==> src/hdl/tl_sram_pkg.sv <==
// ~~~~~~~~~~~~~~~~~~~~~~~~~~~~~~~~~~~~~~~~~~~~~~~~~~~~~~~~~~~~~~~~~~~
// TileLink-UH to SRAM adapter package
// Widths, FIFO depths, opcode enums and the channel structs shared
// by the adapter blocks and the testbench
// ~~~~~~~~~~~~~~~~~~~~~~~~~~~~~~~~~~~~~~~~~~~~~~~~~~~~~~~~~~~~~~~~~~~
package tl_sram_pkg;

  // TL-UH bus geometry
  localparam int TlDw   = 32;
  localparam int TlDbw  = 4;
  localparam int TlAw   = 32;
  localparam int TlAiw  = 8;
  localparam int TlSzw  = 2;

  // SRAM word address width
  localparam int SramAw = 10;

  // Outstanding request and response storage
  localparam int ReqDepth = 2;
  localparam int RspDepth = 2;

  // A channel opcodes, TileLink encoding
  typedef enum logic [2:0] {
    PutFullData    = 3'h0,
    PutPartialData = 3'h1,
    ArithmeticData = 3'h2,
    LogicalData    = 3'h3,
    Get            = 3'h4,
    Intent         = 3'h5
  } tl_a_op_e;

  // D channel opcodes
  typedef enum logic [2:0] {
    AccessAck     = 3'h0,
    AccessAckData = 3'h1
  } tl_d_op_e;

  // Param field of ArithmeticData
  typedef enum logic [2:0] {
    Min  = 3'h0,
    Max  = 3'h1,
    MinU = 3'h2,
    MaxU = 3'h3,
    Add  = 3'h4
  } arith_param_e;

  // Param field of LogicalData
  typedef enum logic [2:0] {
    Xor  = 3'h0,
    Or   = 3'h1,
    And  = 3'h2,
    Swap = 3'h3
  } logic_param_e;

  // Internal operation class
  typedef enum logic [1:0] {
    OpRead   = 2'h0,
    OpWrite  = 2'h1,
    OpAtomic = 2'h2
  } req_op_e;

  // Single A beat from the host
  typedef struct packed {
    logic              valid;
    tl_a_op_e          opcode;
    logic [2:0]        param;
    logic [TlSzw-1:0]  size;
    logic [TlAiw-1:0]  source;
    logic [TlAw-1:0]   address;
    logic [TlDbw-1:0]  mask;
    logic [TlDw-1:0]   data;
  } tl_a_t;

  // Single D beat back to the host
  typedef struct packed {
    logic              valid;
    tl_d_op_e          opcode;
    logic [TlSzw-1:0]  size;
    logic [TlAiw-1:0]  source;
    logic [TlDw-1:0]   data;
    logic              error;
  } tl_d_t;

  // Decoded request as held in the request FIFO
  typedef struct packed {
    req_op_e           op;
    logic              arith;
    logic [2:0]        param;
    logic [TlSzw-1:0]  size;
    logic [TlAiw-1:0]  source;
    logic [SramAw-1:0] addr;
    logic [TlDbw-1:0]  mask;
    logic [TlDw-1:0]   data;
    logic              error;
  } req_t;

  // Response entry as held in the response FIFO
  typedef struct packed {
    tl_d_op_e          opcode;
    logic [TlSzw-1:0]  size;
    logic [TlAiw-1:0]  source;
    logic [TlDw-1:0]   data;
    logic              error;
  } rsp_t;

  // SRAM request port, wmask is per bit
  typedef struct packed {
    logic              req;
    logic              we;
    logic [SramAw-1:0] addr;
    logic [TlDw-1:0]   wdata;
    logic [TlDw-1:0]   wmask;
  } sram_req_t;

  // SRAM response port
  typedef struct packed {
    logic              gnt;
    logic              rvalid;
    logic [TlDw-1:0]   rdata;
    logic              rerror;
  } sram_rsp_t;

endpackage

==> src/hdl/tl_atomic_alu.sv <==
// ~~~~~~~~~~~~~~~~~~~~~~~~~~~~~~~~~~~~~~~~~~~~~~~~~~~~~~~~~~~~~~~~~~~
// Atomic ALU
// New memory word for ArithmeticData and LogicalData, merged with
// the old word outside the byte mask
// ~~~~~~~~~~~~~~~~~~~~~~~~~~~~~~~~~~~~~~~~~~~~~~~~~~~~~~~~~~~~~~~~~~~
`timescale 1ns/10ps

module tl_atomic_alu (
  input  logic                          arith_i,
  input  logic [2:0]                    param_i,
  input  logic [tl_sram_pkg::TlDbw-1:0] mask_i,
  input  logic [tl_sram_pkg::TlDw-1:0]  old_i,
  input  logic [tl_sram_pkg::TlDw-1:0]  operand_i,
  output logic [tl_sram_pkg::TlDw-1:0]  result_o
);

  logic [tl_sram_pkg::TlDw-1:0] raw;
  logic                         lt_s;
  logic                         lt_u;

  // Shared comparators for min and max
  assign lt_s = ($signed(old_i) < $signed(operand_i));
  assign lt_u = (old_i < operand_i);

  always_comb begin
    raw = old_i;
    if (arith_i) begin
      case (tl_sram_pkg::arith_param_e'(param_i))
        tl_sram_pkg::Min:  raw = lt_s ? old_i : operand_i;
        tl_sram_pkg::Max:  raw = lt_s ? operand_i : old_i;
        tl_sram_pkg::MinU: raw = lt_u ? old_i : operand_i;
        tl_sram_pkg::MaxU: raw = lt_u ? operand_i : old_i;
        tl_sram_pkg::Add:  raw = old_i + operand_i;
        // Out of range params are rejected by the checker
        default:           raw = old_i;
      endcase
    end else begin
      case (tl_sram_pkg::logic_param_e'(param_i))
        tl_sram_pkg::Xor:  raw = old_i ^ operand_i;
        tl_sram_pkg::Or:   raw = old_i | operand_i;
        tl_sram_pkg::And:  raw = old_i & operand_i;
        tl_sram_pkg::Swap: raw = operand_i;
        default:           raw = old_i;
      endcase
    end
  end

  // Unmasked bytes keep the old memory contents
  always_comb begin
    for (int i = 0; i < tl_sram_pkg::TlDbw; i++) begin
      result_o[8*i +: 8] = mask_i[i] ? raw[8*i +: 8] : old_i[8*i +: 8];
    end
  end

endmodule

==> src/hdl/tl_req_check.sv <==
// ~~~~~~~~~~~~~~~~~~~~~~~~~~~~~~~~~~~~~~~~~~~~~~~~~~~~~~~~~~~~~~~~~~~
// TL-UH A channel request checker
// Decodes one A beat into an internal request and flags every
// protocol violation, purely combinational
// ~~~~~~~~~~~~~~~~~~~~~~~~~~~~~~~~~~~~~~~~~~~~~~~~~~~~~~~~~~~~~~~~~~~
`timescale 1ns/10ps

module tl_req_check (
  input  tl_sram_pkg::tl_a_t tl_a_i,
  output tl_sram_pkg::req_t  req_o
);

  localparam int OffW = $clog2(tl_sram_pkg::TlDbw);

  logic [OffW-1:0]               offset;
  logic [tl_sram_pkg::TlDbw-1:0] lane_mask;
  logic                          size_err;
  logic                          align_err;
  logic                          mask_err;
  logic                          op_err;
  tl_sram_pkg::req_op_e          op;
  logic                          arith;

  // Byte offset inside the TL word
  assign offset = tl_a_i.address[OffW-1:0];

  // Bytes covered by size and address
  always_comb begin
    size_err  = 1'b0;
    align_err = 1'b0;
    case (tl_a_i.size)
      2'd0: begin
        lane_mask = tl_sram_pkg::TlDbw'(1) << offset;
      end
      2'd1: begin
        lane_mask = tl_sram_pkg::TlDbw'(3) << offset;
        align_err = offset[0];
      end
      2'd2: begin
        lane_mask = '1;
        align_err = (offset != '0);
      end
      default: begin
        // Larger than one word, bursts are not supported
        lane_mask = '1;
        size_err  = 1'b1;
      end
    endcase
  end

  // Opcode decode and per-opcode rules
  always_comb begin
    op       = tl_sram_pkg::OpWrite;
    arith    = 1'b0;
    op_err   = 1'b0;
    // No mask bits outside the addressed lanes
    mask_err = ((tl_a_i.mask & ~lane_mask) != '0);
    case (tl_a_i.opcode)
      tl_sram_pkg::Get: begin
        op       = tl_sram_pkg::OpRead;
        mask_err = (tl_a_i.mask != lane_mask);
      end
      tl_sram_pkg::PutFullData: begin
        mask_err = (tl_a_i.mask != lane_mask);
      end
      tl_sram_pkg::PutPartialData: begin
        op = tl_sram_pkg::OpWrite;
      end
      tl_sram_pkg::ArithmeticData: begin
        op     = tl_sram_pkg::OpAtomic;
        arith  = 1'b1;
        op_err = (tl_a_i.param > 3'(tl_sram_pkg::Add));
      end
      tl_sram_pkg::LogicalData: begin
        op     = tl_sram_pkg::OpAtomic;
        op_err = (tl_a_i.param > 3'(tl_sram_pkg::Swap));
      end
      default: begin
        // Intent and unknown opcodes answer with AccessAck and error
        op_err = 1'b1;
      end
    endcase
  end

  assign req_o = '{
    op:     op,
    arith:  arith,
    param:  tl_a_i.param,
    size:   tl_a_i.size,
    source: tl_a_i.source,
    addr:   tl_a_i.address[OffW +: tl_sram_pkg::SramAw],
    mask:   tl_a_i.mask,
    data:   tl_a_i.data,
    error:  size_err | align_err | mask_err | op_err
  };

endmodule

==> src/hdl/tl_sram_adapter.sv <==
// ~~~~~~~~~~~~~~~~~~~~~~~~~~~~~~~~~~~~~~~~~~~~~~~~~~~~~~~~~~~~~~~~~~~
// TileLink-UH to SRAM adapter top
// Checker, request FIFO, controller, atomic ALU and response FIFO
// ~~~~~~~~~~~~~~~~~~~~~~~~~~~~~~~~~~~~~~~~~~~~~~~~~~~~~~~~~~~~~~~~~~~
`timescale 1ns/10ps

module tl_sram_adapter (
  input  logic                   clk_i,
  input  logic                   rst_ni,
  // TL-UH A channel
  input  tl_sram_pkg::tl_a_t     tl_a_i,
  output logic                   tl_a_ready_o,
  // TL-UH D channel
  output tl_sram_pkg::tl_d_t     tl_d_o,
  input  logic                   tl_d_ready_i,
  // SRAM port
  output tl_sram_pkg::sram_req_t sram_req_o,
  input  tl_sram_pkg::sram_rsp_t sram_rsp_i
);

  tl_sram_pkg::req_t            req_in;
  tl_sram_pkg::req_t            req_head;
  logic                         req_full;
  logic                         req_empty;
  logic                         req_pop;

  tl_sram_pkg::rsp_t            rsp_in;
  tl_sram_pkg::rsp_t            rsp_head;
  logic                         rsp_full;
  logic                         rsp_empty;
  logic                         rsp_push;

  logic [tl_sram_pkg::TlDw-1:0] alu_old;
  logic [tl_sram_pkg::TlDw-1:0] alu_result;

  tl_req_check i_req_check (
    .tl_a_i (tl_a_i),
    .req_o  (req_in)
  );

  // Accept while there is room for the decoded request
  assign tl_a_ready_o = !req_full;

  tl_sram_fifo #(
    .Depth (tl_sram_pkg::ReqDepth),
    .T     (tl_sram_pkg::req_t)
  ) i_req_fifo (
    .clk_i   (clk_i),
    .rst_ni  (rst_ni),
    .push_i  (tl_a_i.valid && tl_a_ready_o),
    .data_i  (req_in),
    .full_o  (req_full),
    .pop_i   (req_pop),
    .data_o  (req_head),
    .empty_o (req_empty)
  );

  tl_sram_ctrl i_ctrl (
    .clk_i        (clk_i),
    .rst_ni       (rst_ni),
    .req_i        (req_head),
    .req_valid_i  (!req_empty),
    .req_pop_o    (req_pop),
    .rsp_o        (rsp_in),
    .rsp_push_o   (rsp_push),
    .rsp_full_i   (rsp_full),
    .sram_req_o   (sram_req_o),
    .sram_rsp_i   (sram_rsp_i),
    .alu_old_o    (alu_old),
    .alu_result_i (alu_result)
  );

  // Operand, mask and param come from the request FIFO head
  tl_atomic_alu i_alu (
    .arith_i   (req_head.arith),
    .param_i   (req_head.param),
    .mask_i    (req_head.mask),
    .old_i     (alu_old),
    .operand_i (req_head.data),
    .result_o  (alu_result)
  );

  tl_sram_fifo #(
    .Depth (tl_sram_pkg::RspDepth),
    .T     (tl_sram_pkg::rsp_t)
  ) i_rsp_fifo (
    .clk_i   (clk_i),
    .rst_ni  (rst_ni),
    .push_i  (rsp_push),
    .data_i  (rsp_in),
    .full_o  (rsp_full),
    .pop_i   (tl_d_ready_i && !rsp_empty),
    .data_o  (rsp_head),
    .empty_o (rsp_empty)
  );

  // D beat is the response FIFO head, stable until accepted
  assign tl_d_o = '{
    valid:  !rsp_empty,
    opcode: rsp_head.opcode,
    size:   rsp_head.size,
    source: rsp_head.source,
    data:   rsp_head.data,
    error:  rsp_head.error
  };

endmodule

==> src/hdl/tl_sram_ctrl.sv <==
// ~~~~~~~~~~~~~~~~~~~~~~~~~~~~~~~~~~~~~~~~~~~~~~~~~~~~~~~~~~~~~~~~~~~
// SRAM request controller
// Serves the head of the request FIFO on the SRAM port, one request
// at a time, and pushes its response into the response FIFO
// ~~~~~~~~~~~~~~~~~~~~~~~~~~~~~~~~~~~~~~~~~~~~~~~~~~~~~~~~~~~~~~~~~~~
`timescale 1ns/10ps

module tl_sram_ctrl (
  input  logic                         clk_i,
  input  logic                         rst_ni,
  // Request FIFO head
  input  tl_sram_pkg::req_t            req_i,
  input  logic                         req_valid_i,
  output logic                         req_pop_o,
  // Response FIFO tail
  output tl_sram_pkg::rsp_t            rsp_o,
  output logic                         rsp_push_o,
  input  logic                         rsp_full_i,
  // SRAM port
  output tl_sram_pkg::sram_req_t       sram_req_o,
  input  tl_sram_pkg::sram_rsp_t       sram_rsp_i,
  // Atomic ALU
  output logic [tl_sram_pkg::TlDw-1:0] alu_old_o,
  input  logic [tl_sram_pkg::TlDw-1:0] alu_result_i
);

  typedef enum logic [2:0] {
    Idle,
    Read,        // SRAM request held until grant, read or plain write
    WaitData,
    AtomicWrite,
    Respond
  } ctrl_state_e;

  ctrl_state_e                  state_q;
  logic [tl_sram_pkg::TlDw-1:0] rd_data_q;
  logic                         rd_err_q;
  logic [tl_sram_pkg::TlDw-1:0] bit_mask;
  logic                         is_write;
  logic                         start;
  logic                         we;

  assign is_write = (req_i.op == tl_sram_pkg::OpWrite);

  // Reads and atomics only start with a free response slot,
  // so returning read data never has to wait
  assign start = req_valid_i && !req_i.error && (is_write || !rsp_full_i);

  always_ff @(posedge clk_i or negedge rst_ni) begin
    if (!rst_ni) begin
      state_q <= Idle;
    end else begin
      case (state_q)
        Idle: begin
          if (req_valid_i && req_i.error) begin
            // Rejected request, SRAM is never touched
            state_q <= Respond;
          end else if (start) begin
            state_q <= Read;
          end
        end
        Read: begin
          if (sram_rsp_i.gnt) begin
            state_q <= is_write ? Respond : WaitData;
          end
        end
        WaitData: begin
          if (sram_rsp_i.rvalid) begin
            // Failed atomic read skips the write back
            if (req_i.op == tl_sram_pkg::OpAtomic && !sram_rsp_i.rerror) begin
              state_q <= AtomicWrite;
            end else begin
              state_q <= Respond;
            end
          end
        end
        AtomicWrite: begin
          if (sram_rsp_i.gnt) begin
            state_q <= Respond;
          end
        end
        Respond: begin
          if (!rsp_full_i) begin
            state_q <= Idle;
          end
        end
        default: state_q <= Idle;
      endcase
    end
  end

  // Read data and error, old word for atomics
  always_ff @(posedge clk_i) begin
    if (state_q == WaitData && sram_rsp_i.rvalid) begin
      rd_data_q <= sram_rsp_i.rdata;
      rd_err_q  <= sram_rsp_i.rerror;
    end
  end

  assign alu_old_o = rd_data_q;

  // Byte enables to bit enables
  always_comb begin
    for (int i = 0; i < tl_sram_pkg::TlDbw; i++) begin
      bit_mask[8*i +: 8] = {8{req_i.mask[i]}};
    end
  end

  // Request FIFO head stays put until popped, so the SRAM fields
  // come straight from it and are stable while req is held
  assign we = (state_q == AtomicWrite) || is_write;

  assign sram_req_o = '{
    req:   (state_q == Read) || (state_q == AtomicWrite),
    we:    we,
    addr:  req_i.addr,
    wdata: (state_q == AtomicWrite) ? alu_result_i : req_i.data,
    wmask: we ? bit_mask : '0
  };

  // Pop and push together, one response per request
  assign rsp_push_o = (state_q == Respond) && !rsp_full_i;
  assign req_pop_o  = rsp_push_o;

  // Atomics return the old word, writes carry no data
  assign rsp_o = '{
    opcode: is_write ? tl_sram_pkg::AccessAck : tl_sram_pkg::AccessAckData,
    size:   req_i.size,
    source: req_i.source,
    data:   (is_write || req_i.error) ? '0 : rd_data_q,
    error:  req_i.error | (!is_write & rd_err_q)
  };

  // Held SRAM request does not change before it is granted
  a_sram_req_stable: assert property (@(posedge clk_i) disable iff (!rst_ni)
    sram_req_o.req && !sram_rsp_i.gnt |=> sram_req_o.req && $stable(sram_req_o));

endmodule

==> src/hdl/tl_sram_fifo.sv <==
// ~~~~~~~~~~~~~~~~~~~~~~~~~~~~~~~~~~~~~~~~~~~~~~~~~~~~~~~~~~~~~~~~~~~
// Synchronous FIFO
// Circular buffer of Depth entries of any packed type with a registered
// output and no pass-through from push to pop
// ~~~~~~~~~~~~~~~~~~~~~~~~~~~~~~~~~~~~~~~~~~~~~~~~~~~~~~~~~~~~~~~~~~~
`timescale 1ns/10ps

module tl_sram_fifo #(
  parameter int unsigned Depth = 2,
  parameter type         T     = logic
) (
  input  logic clk_i,
  input  logic rst_ni,
  input  logic push_i,
  input  T     data_i,
  output logic full_o,
  input  logic pop_i,
  output T     data_o,
  output logic empty_o
);

  // Pointer is at least one bit wide even for a single entry
  localparam int PtrW = (Depth > 1) ? $clog2(Depth) : 1;
  localparam int CntW = $clog2(Depth + 1);

  T              mem_q [Depth];
  logic [PtrW-1:0] wr_ptr_q;
  logic [PtrW-1:0] rd_ptr_q;
  logic [CntW-1:0] cnt_q;

  assign full_o  = (cnt_q == CntW'(Depth));
  assign empty_o = (cnt_q == '0);
  // Head entry is only meaningful while not empty
  assign data_o  = mem_q[rd_ptr_q];

  // Payload storage
  always_ff @(posedge clk_i) begin
    if (push_i) begin
      mem_q[wr_ptr_q] <= data_i;
    end
  end

  // Pointers wrap at Depth even when it is not a power of two
  always_ff @(posedge clk_i or negedge rst_ni) begin
    if (!rst_ni) begin
      wr_ptr_q <= '0;
      rd_ptr_q <= '0;
      cnt_q    <= '0;
    end else begin
      if (push_i) begin
        wr_ptr_q <= (wr_ptr_q == PtrW'(Depth - 1)) ? '0 : wr_ptr_q + 1'b1;
      end
      if (pop_i) begin
        rd_ptr_q <= (rd_ptr_q == PtrW'(Depth - 1)) ? '0 : rd_ptr_q + 1'b1;
      end
      // Simultaneous push and pop leaves the count alone
      if (push_i && !pop_i) begin
        cnt_q <= cnt_q + 1'b1;
      end else if (pop_i && !push_i) begin
        cnt_q <= cnt_q - 1'b1;
      end
    end
  end

  // Producer must respect full
  a_no_push_full: assert property (@(posedge clk_i) disable iff (!rst_ni)
    push_i |-> !full_o);

  // Consumer must respect empty
  a_no_pop_empty: assert property (@(posedge clk_i) disable iff (!rst_ni)
    pop_i |-> !empty_o);

endmodule

==> config.mk <==
export PLATFORM = sky130hd
export DESIGN_NAME = tl_sram_adapter
export DESIGN_NICKNAME = d
export VERILOG_FILES = /design/src/hdl/tl_sram_pkg.sv /design/src/hdl/tl_atomic_alu.sv /design/src/hdl/tl_req_check.sv /design/src/hdl/tl_sram_adapter.sv /design/src/hdl/tl_sram_ctrl.sv /design/src/hdl/tl_sram_fifo.sv
export SDC_FILE = /design/constraint.sdc
export NUM_CORES = 1
export LEC_CHECK = 0
export ABC_AREA = 1
export BUFFER_PORTS_ARGS = -buffer_cell sky130_fd_sc_hd__buf_2
export CAP_MARGIN = 25
export CORE_UTILIZATION = 59
export DETAILED_ROUTE_END_ITERATION = 6
export PLACE_DENSITY = 0.81
export SYNTH_ARGS = -nofsm -noshare
export SYNTH_HDL_FRONTEND = slang
export SYNTH_SLANG_ARGS = --single-unit
==> constraint.sdc <==
create_clock -name clk_i -period 4.4 [get_ports clk_i]
set_clock_uncertainty 0.15 [all_clocks]
set_input_delay 0.88 -clock clk_i [delete_from_list [all_inputs] [get_ports clk_i]]
set_output_delay 0.88 -clock clk_i [all_outputs]
set_load 0.01 [all_outputs]
### Word-level counts from Yosys, hierarchy flattened

Memory sizes are Yosys's and may differ from the RTL's.
Index checks and enable logic that the tools add are counted.
W data, S select, Z words.

* bits in latches: 0
* bits in read-only memories: 0
* output and inout port bits: 124
* memories kept: 2
* register bits: 44
* RAM bits: 214
* logic and storage cells: 144

Memory list
* i_req_fifo.mem_q: depth 2, width 63, rd ports 1, clocked after memory_dff 0, write ports 1, RTL line tl_sram_fifo.sv:26 `T mem_q [Depth];`
* i_rsp_fifo.mem_q: depth 2, width 44, rd ports 1, clocked after memory_dff 0, write ports 1, RTL line tl_sram_fifo.sv:26

* reductions and logical operators: 41
* eq/ne operators: 24
* $add $sub $neg: 9
* $lt $le $gt $ge: 4
* bitwise gates (word level): 10
* div/mod/pow operators: 0
* mux-type cells: 43
* multipliers: 0
* shift operators: 2

Operators by type and width (count)
* $mux W32: 8
* $pmux W32 S5: 1
* $pmux W32 S4: 1
* $lt A32 B32 Y1: 2
* $add A32 B32 Y32: 1
* $and A32 B32 Y32: 1
* $mux W8: 4
* $or A32 B32 Y32: 1
* $xor A32 B32 Y32: 1
* $mux W3: 8
* $eq A3 B2 Y1 const B: 6
* $pmux W3 S5: 1
* $logic_and A1 B1 Y1: 12
* $mux W1: 12
* $logic_not A1 Y1: 10
* $eq A3 B1 Y1 const B: 3
* $eq A3 B3 Y1 const B: 3
* $logic_not A3 Y1: 3
* $eq A2 B2 Y1 const B: 4
* $mux W2: 4
* $ne A2 B2 Y1 const B: 4
* $pmux W4 S2: 1
* $logic_not A2 Y1: 3
* $reduce_bool A2 Y1: 3
* other kinds (22): 36

### Depth between registers and ports, before layout

Gate-level depths: netlist of run 1.

* word-level depth: 8
* depth in mapped cells: 27

### Cells and area by module

From an unflattened synthesis of run 1, not the netlist that was laid out.

* cell total of the unflattened synthesis: 2167
* area, all modules: 18749.2 um2

By module, submodules not included
* tl_atomic_alu: cells each 1341, area an instance 6902.9 um2, sequential area each 0.0 um2, instances 1
* tl_sram_fifo at i_req_fifo: cells each 221, area an instance 5052.3 um2, sequential area each 3883.7 um2, instances 1
* tl_sram_fifo at i_rsp_fifo: cells each 168, area an instance 3649.8 um2, sequential area each 2862.7 um2, instances 1
* tl_sram_ctrl: cells each 322, area an instance 2402.3 um2, sequential area each 1066.0 um2, instances 1
* tl_req_check: cells each 108, area an instance 710.7 um2, sequential area each 0.0 um2, instances 1
* tl_sram_adapter: cells each 7, area an instance 31.3 um2, sequential area each 0.0 um2, instances 1

### Least setup slack after synthesis of run 1

No wires, ideal clock.

* path kind: input port to flip-flop
* from: in tl_a_i[84] in the netlist's numbering
* to: mem i_req_fifo.mem_q[1][0] in the netlist's numbering (enable)
* arrival time: 3625 ps
* data required time: 3764 ps
* setup slack: 140 ps
* stages: 2
* path through: nand2_1 nor2_1

* word-level cells in the longest chain between the ends: 3

Ends and longest elaborated chain
* from (decl): RTL line tl_sram_adapter.sv:11 `input tl_sram_pkg::tl_a_t tl_a_i,`
* $logic_and A1 B1 Y1: RTL line tl_sram_adapter.sv:50 `.push_i (tl_a_i.valid && tl_a_ready_o),`
* $mux W1: RTL line tl_sram_fifo.sv:38 `if (push_i) begin`
* $mux W1 (implied by the code): RTL line tl_sram_fifo.sv:39 `mem_q[wr_ptr_q] <= data_i;`
* to (decl): RTL line tl_sram_fifo.sv:26

No other way between the ends.

==> results of run 1 <==
power by group:
group | total, mW | switching (mW) | internal [mW]
Combinational | 12.7 | 7.62 | 5.05
Sequential | 3.55 | 0.200 | 3.35
Clock | 2.22 | 0.954 | 1.27
layout make-up:
class                      count  area share
clock buffer                  31      0.0292
timing repair inverter         1    0.000273
clock inverter                17     0.00781
timing repair buffer         488       0.158
sequential                   258       0.336
multi-input combinational   1558       0.409
tap                          384      0.0210
inverter                     236      0.0391
worst max path at each step:
stage / startpoint / slack (ns) / depth (start not counted) / to
final: i_req_fifo.rd_ptr_q / -0.64 / 24 / sram_req_o[38]
after global routing: i_req_fifo.rd_ptr_q / -0.72 / 24 / sram_req_o[38]
after global placement: i_req_fifo.rd_ptr_q / -0.62 / 23 / sram_req_o[39]
after CTS: i_req_fifo.rd_ptr_q / -0.55 / 24 / sram_req_o[58]
after detailed placement: i_req_fifo.rd_ptr_q / -0.75 / 23 / sram_req_o[34]
after floorplan: tl_a_i[84] / 0.14 / 2 / i_req_fifo.mem_q[1][0]
sequential cells by signal, indices dropped and copies added (netlist names):
signal	cells
i_ctrl.alu_old_o	32
i_ctrl.rd_err_q	1
i_ctrl.state_q	3
i_req_fifo.cnt_q	2
i_req_fifo.mem_q	126
i_req_fifo.rd_ptr_q	1
i_req_fifo.wr_ptr_q	1
i_rsp_fifo.cnt_q	2
i_rsp_fifo.mem_q	88
i_rsp_fifo.rd_ptr_q	1
i_rsp_fifo.wr_ptr_q	1
cell usage in the layout, fill, tap and decap left out, types with 58 or more instances in the layout:
cell / instances
buf_4: 216
edfxtp_1: 247
nand2_2: 58
nor2_1: 146
a21oi_1: 66
nand2_1: 585
nand3_1: 136
buf_2: 212
o21ai_0: 81
inv_1: 209
ha_1: 109
worst max-delay path: stages, from the launching register on:
cell and delay [ns]:
dfrtp_2 0.49, inv_8 0.10, buf_12 0.15, or2_2 0.28
o21ai_2 0.13, ha_1 0.29, nor2_1 0.13, and2_4 0.16
and3_1 0.18, nand2_2 0.07, nand2_2 0.07, nand2_4 0.10
buf_6 0.15, nand3_4 0.10, nand3_4 0.10, nand2_4 0.13
nand2_8 0.10, buf_6 0.15, nand2_1 0.07, nand3_2 0.08
nand2_2 0.08, nand2_1 0.06, nand2_1 0.06, nand2_1 0.06
buf_4 0.15
per-stage QoR:
stage	util	instance area [um^2]	worst slack, ns	std cells	power [mW]
floorplan	-	17400	0.140	2178	9.73
global placement	0.699	20200	-0.618	2886	13.2
detailed placement	0.700	20200	-0.750	2888	13.5
CTS	0.741	21400	-0.550	2940	16.1
global route	0.794	22900	-0.723	2973	19.4
finish	0.794	22900	-0.643	2973	18.4
repair_timing:
action / 4_1_cts / 5_1_grt
endpoints found under the setup margin: 32 / 32
cloned: 0 / 11
gates resized for setup: 88 / 295
buffers inserted: 4 / 23
pin swaps: 10 / 100
cell families after synthesis:
group | Yosys count
AO/OA/AOI/OAI | 326
multiplexers | 1
flip-flops | 258
AND/OR/NAND/NOR | 1089
adder cells (fa/ha/maj) | 133
buffers and inverters | 362
XOR/XNOR | 7
other | 1
metal layers:
metal / GRT usage / vias up / part of all wire
li1: - / 8000 / -
met1: 0.458 / 8183 / 0.38
met2: 0.572 / 1287 / 0.46
met3: 0.0505 / 296 / 0.10
met4: 0.177 / 0 / 0.057
met5: 0 / - / 0
==> metrics, run 1 <==
Post-synth EDFFs around 250; Slew Limit Headroom 0.374; core area roughly 0.029 mm^2; die area 0.0303 mm^2; Layout fillers ~1900; worst skew pair latency roughly 0.55 ns; CTS hold repair buffers 0; vias in the first global route around 17000; DR DRC count 0; worst r2r src i_req_fifo.rd_ptr_q; Syn Area/Cell between 8 and 9 um^2; Synth area leader edfxtp_1; total number of vias between 15000 and 20000; failing checks negative setup slack; reg2reg setup slack ~0.66 ns; adder-cell area share of the yosys netlist 0.0958; worst path required time 3.37 ns; Netlist cell types between 50 and 60; worst slew pin tran roughly 0.94 ns; achievable frequency roughly 200 MHz; Fin Setup TNS -17.29 ns; post-synthesis instance total roughly 2200; clock slew at reported path FFs ~0.06 ns; Post-Synth Simple-Gate Area 0.258; initial antenna violation count 0; RSZ-0062 raised after global routing yes; max cap viols 0; first-pass GRT wire length 84100 um; status complete, but fails checks; DRT Pass-1 Iters 6; DRT Wirelength a little under 60000 um; die width 174 um; CP arrival about 4.0 ns; Worst R2R End i_rsp_fifo.mem_q[1][3]; Synth Register Bits between 200 and 300; post-synth top area share 0.425; Fin. Hold Viols 0; H-Tree Depth 1; PortBufs ~220; WS Path Type register to primary output; FP Rows 62; Leak about 11 nW; Final period util 1.15; largest family of logic cells by synthesized area simple AND/OR/NAND/NOR gates; gr ovfl total 0; pwr/cell area 805 mW/mm^2; maximum fanout along the worst path 8; RD Place Congestion 1.04; post-synthesis mux area share 0.000574; register area just under 0.008 mm^2; area grow syn2layout 31.4%; Inserted Clock Buffers 26; drt wl/cell around 20 um; Clock Tree Buf Depth 3; XOR/XNOR Fraction of Synth Area 0.00351; HPWL reported at the end of detailed placement about 39000 um; worst vdd ir 0.532 mV; Initial Utilization 0.605; worst reg2reg path depth 13; Antenna Violating Nets Remaining 0; Post-synth ARST share 0.0426; Vias per Instance about 6; post-layout minimum cycle time slightly above 5 ns; Setup Viol. Count Final 32; die height 174 um; Synth Flop Type edfxtp_1; Diodes inserted 0; 1st-iter DRT viols 2323; Sink Count roughly 260; Seq/Total Area, Yosys 0.441; count leader, synth nand2_1; area of the multi-input gates between 0.009 and 0.01 mm^2; worst hold path class input port to async pin; largest net degree at the start of global routing 46; Boundary Pins 247; Max Slew Vio Count 0; layout cells sized above 1 0.320; most frequent cells after synthesis nand2_1 (658), edfxtp_1 (247), inv_1 (221); critical path endpoint category primary output; Nets roughly 2800; yosys warns 0; Post-Syn Area approximately 0.017 mm^2; Compound-Gate Fraction of Synth Area 0.110; Root Buffer clkbuf_16; worst hold margin approximately 0.047 ns; CTS tree built; GRT Util Overall 0.351; startpoint class of the critical path register; Synth area leaders edfxtp_1 (43%), nand2_1 (14%), ha_1 (9.5%), nand3_1 (4.8%), inv_1 (4.8%); worst setup margin -0.643 ns
No activity file was read; power rests on OpenSTA's default activity.
==> run 2: changes to the inputs <==
--- a/constraint.sdc
+++ b/constraint.sdc
@@ -4,2 +4,2 @@
 set_output_delay 0.88 -clock clk_i [all_outputs]
-set_load 0.01 [all_outputs]
+set_load 0.1 [all_outputs]
==> run 2 against run 1 <==
The run ends with design-rule violations, negative setup slack left. First-iteration DRC count fell by 0.17%. Sequential share of layout area is 1.8 points lower. Non-clock buffer count increased by 39. Design area grew 5.6%. Cell count grew 1.3%. Critical path depth is 3 higher. Fmax shrank 1.8%. Die area did not move.
==> metrics, run 2 (synthesis results as in run 1) <==
Initial Utilization 0.605 (unchanged); worst slew pin tran 0.883 ns (was 0.937 ns); fin area 0.0242 mm^2 (was 0.0229 mm^2); Max Slew Vio Count 0 (unchanged); area grow syn2layout 38.7% (was 31.4%); Worst R2R End i_rsp_fifo.mem_q[1][13] (was i_rsp_fifo.mem_q[1][3]); Root Buffer clkbuf_16 (unchanged); post-layout minimum cycle time 5.14 ns (was 5.04 ns); post-placement cell area 0.0208 mm^2 (was 0.0202 mm^2); 1st-iter DRT viols 2319 (was 2323); vias in the first global route 17900 (was 16700); worst path required time 3.37 ns (about the same); worst reg2reg path depth 8 (was 13); Post-Layout Cell Count 3011 (was 2973); CTS tree built (unchanged); first-pass GRT wire length 94400 um (was 84100 um); worst hold margin 0.0419 ns (was 0.0470 ns); Worst path top cell family by delay simple AND/OR/NAND/NOR gates (unchanged); failing checks design-rule violations, negative setup slack (was negative setup slack); clock slew at reported path FFs 0.07 ns (was 0.06 ns); RD Place Congestion 1.01 (was 1.04); Placed Instances 2902 (was 2888); cell mode on critical path nand2_1 (unchanged); Boundary Pins 247 (unchanged); WS Path Type register to primary output (unchanged); gr ovfl total 0 (unchanged); GRT Util Overall 0.402 (was 0.351); max cap viols 0 (unchanged); Fin. Hold Viols 0 (unchanged); reg2reg setup slack 1.31 ns (was 0.66 ns); max reg flops 126 (unchanged); die height 174 um (unchanged); DRT Pass-1 Iters 7 (was 6); Diodes inserted 0 (unchanged); register area 0.00769 mm^2 (unchanged); RSZ-0062 raised after global routing yes (unchanged); achievable frequency 195 MHz (was 198 MHz); DR DRC count 5 (was 0); Crit-path slowest cell dfrtp_2 (unchanged); area of the multi-input gates 0.00985 mm^2 (was 0.00938 mm^2); Top reg by flops i_req_fifo.mem_q (unchanged); status complete, but fails checks (unchanged); most frequent cells in the layout nand2_1 (567), edfxtp_1 (247), buf_4 (247), inv_1 (209), buf_2 (192) (was nand2_1 (585), edfxtp_1 (247), buf_4 (216), buf_2 (212), inv_1 (209)); Vias per Instance 6.08 (was 5.98); Inserted Clock Buffers 26 (unchanged); core area 0.0289 mm^2 (unchanged); commonest non-fill, non-tap cell in the layout nand2_1 (unchanged); FP Rows 62 (unchanged); Sink Count 258 (unchanged); worst r2r src i_req_fifo.rd_ptr_q (unchanged); drt wl/cell 21.2 um (was 20.0 um); startpoint class of the critical path register (unchanged); Setup Viol. Count Final 32 (unchanged); PortBufs 224 (unchanged); worst hold path class input port to async pin (unchanged); Nets 2863 (was 2825); initial antenna violation count 0 (unchanged); total number of vias 18300 (was 17800); critical path endpoint category primary output (unchanged); CP arrival 4.11 ns (was 4.01 ns); Final period util 1.17 (was 1.15); DRT Wirelength 63800 um (was 59600 um); maximum fanout along the worst path 8 (unchanged); worst skew pair latency 0.55 ns (about the same); Antenna Violating Nets Remaining 0 (unchanged); Clock Tree Buf Depth 3 (unchanged); layout cells sized above 1 0.356 (was 0.320); Layout fillers 1649 (was 1881); WP buf/inv 6 (was 5); HPWL reported at the end of detailed placement 40700 um (was 39300 um); die area 0.0303 mm^2 (unchanged); H-Tree Depth 1 (unchanged); Slew Limit Headroom 0.411 (was 0.374); max incr delay on CP 0.44 ns (was 0.49 ns); largest net degree at the start of global routing 64 (was 46); worst setup margin -0.738 ns (was -0.643 ns); die width 174 um (unchanged)
==> run 2: changes by cell type in the layout (fill, tap and decap cells not counted), moves of 11 or more <==
cell and change:
buf_12 +38, buf_2 -20, buf_4 +31, ha_1 -12, ha_4 +13, nand2_1 -18, nand2_2 +17, nor2_1 -11
==> run 2: timing repair <==
| action | in CTS | in global routing |
|---|---|---|
| endpoints found under the setup margin | 32 | 32 |
| pin swaps | 69 | 106 |
| gates resized for setup | 293 | 162 |
| hold buffers | 0 | 0 |
| buffers inserted | 36 | 17 |
| cloned | 12 | 0 |
==> run 2: worst max path at each step <==
stage / from / end / slack, ns / cells after the start
after floorplan: i_req_fifo.cnt_q[0] / i_req_fifo.mem_q[1][0] / -0.22 / 4
after global placement: i_req_fifo.rd_ptr_q / sram_req_o[32] / -0.32 / 26
after detailed placement: i_req_fifo.rd_ptr_q / sram_req_o[32] / -0.43 / 26
after CTS: i_req_fifo.rd_ptr_q / sram_req_o[32] / -0.60 / 24
after global routing: i_req_fifo.rd_ptr_q / sram_req_o[32] / -0.84 / 26
final: i_req_fifo.rd_ptr_q / sram_req_o[32] / -0.74 / 27
==> run 2: metrics by stage <==
stage	setup WS, ns	TNS, ns	util
6_report	-0.738	-21.06	0.838
5_1_grt	-0.843	-25.09	0.838
4_1_cts	-0.600	-17.06	0.812
3_5_place_dp	-0.428	-11.01	0.722
3_3_place_gp	-0.315	-8.40	0.722
2_1_floorplan	-0.217	-25.48	-
==> run 2: cell type report <==
| class | instances | share of cell area |
|---|---|---|
| Inverter | 236 | 0.0371 |
| Clock buffer | 29 | 0.0274 |
| Timing Repair Buffer | 527 | 0.183 |
| Sequential cell | 258 | 0.318 |
| Tap cell | 384 | 0.0199 |
| Multi-Input combinational cell | 1558 | 0.407 |
| Clock inverter | 19 | 0.00760 |
==> run 2: routing by layer <==
layer  GRT usage  vias up  wire, um
met4       0.210        0      3980
met3      0.0663      365      6910
met5           0        -         0
met1       0.503     8477     23200
met2       0.671     1386     29700
li1            -     8078         -
Power of run 2 is not shown: default switching activity piles up to over one toggle a cycle in this logic, so the estimate is an artifact.
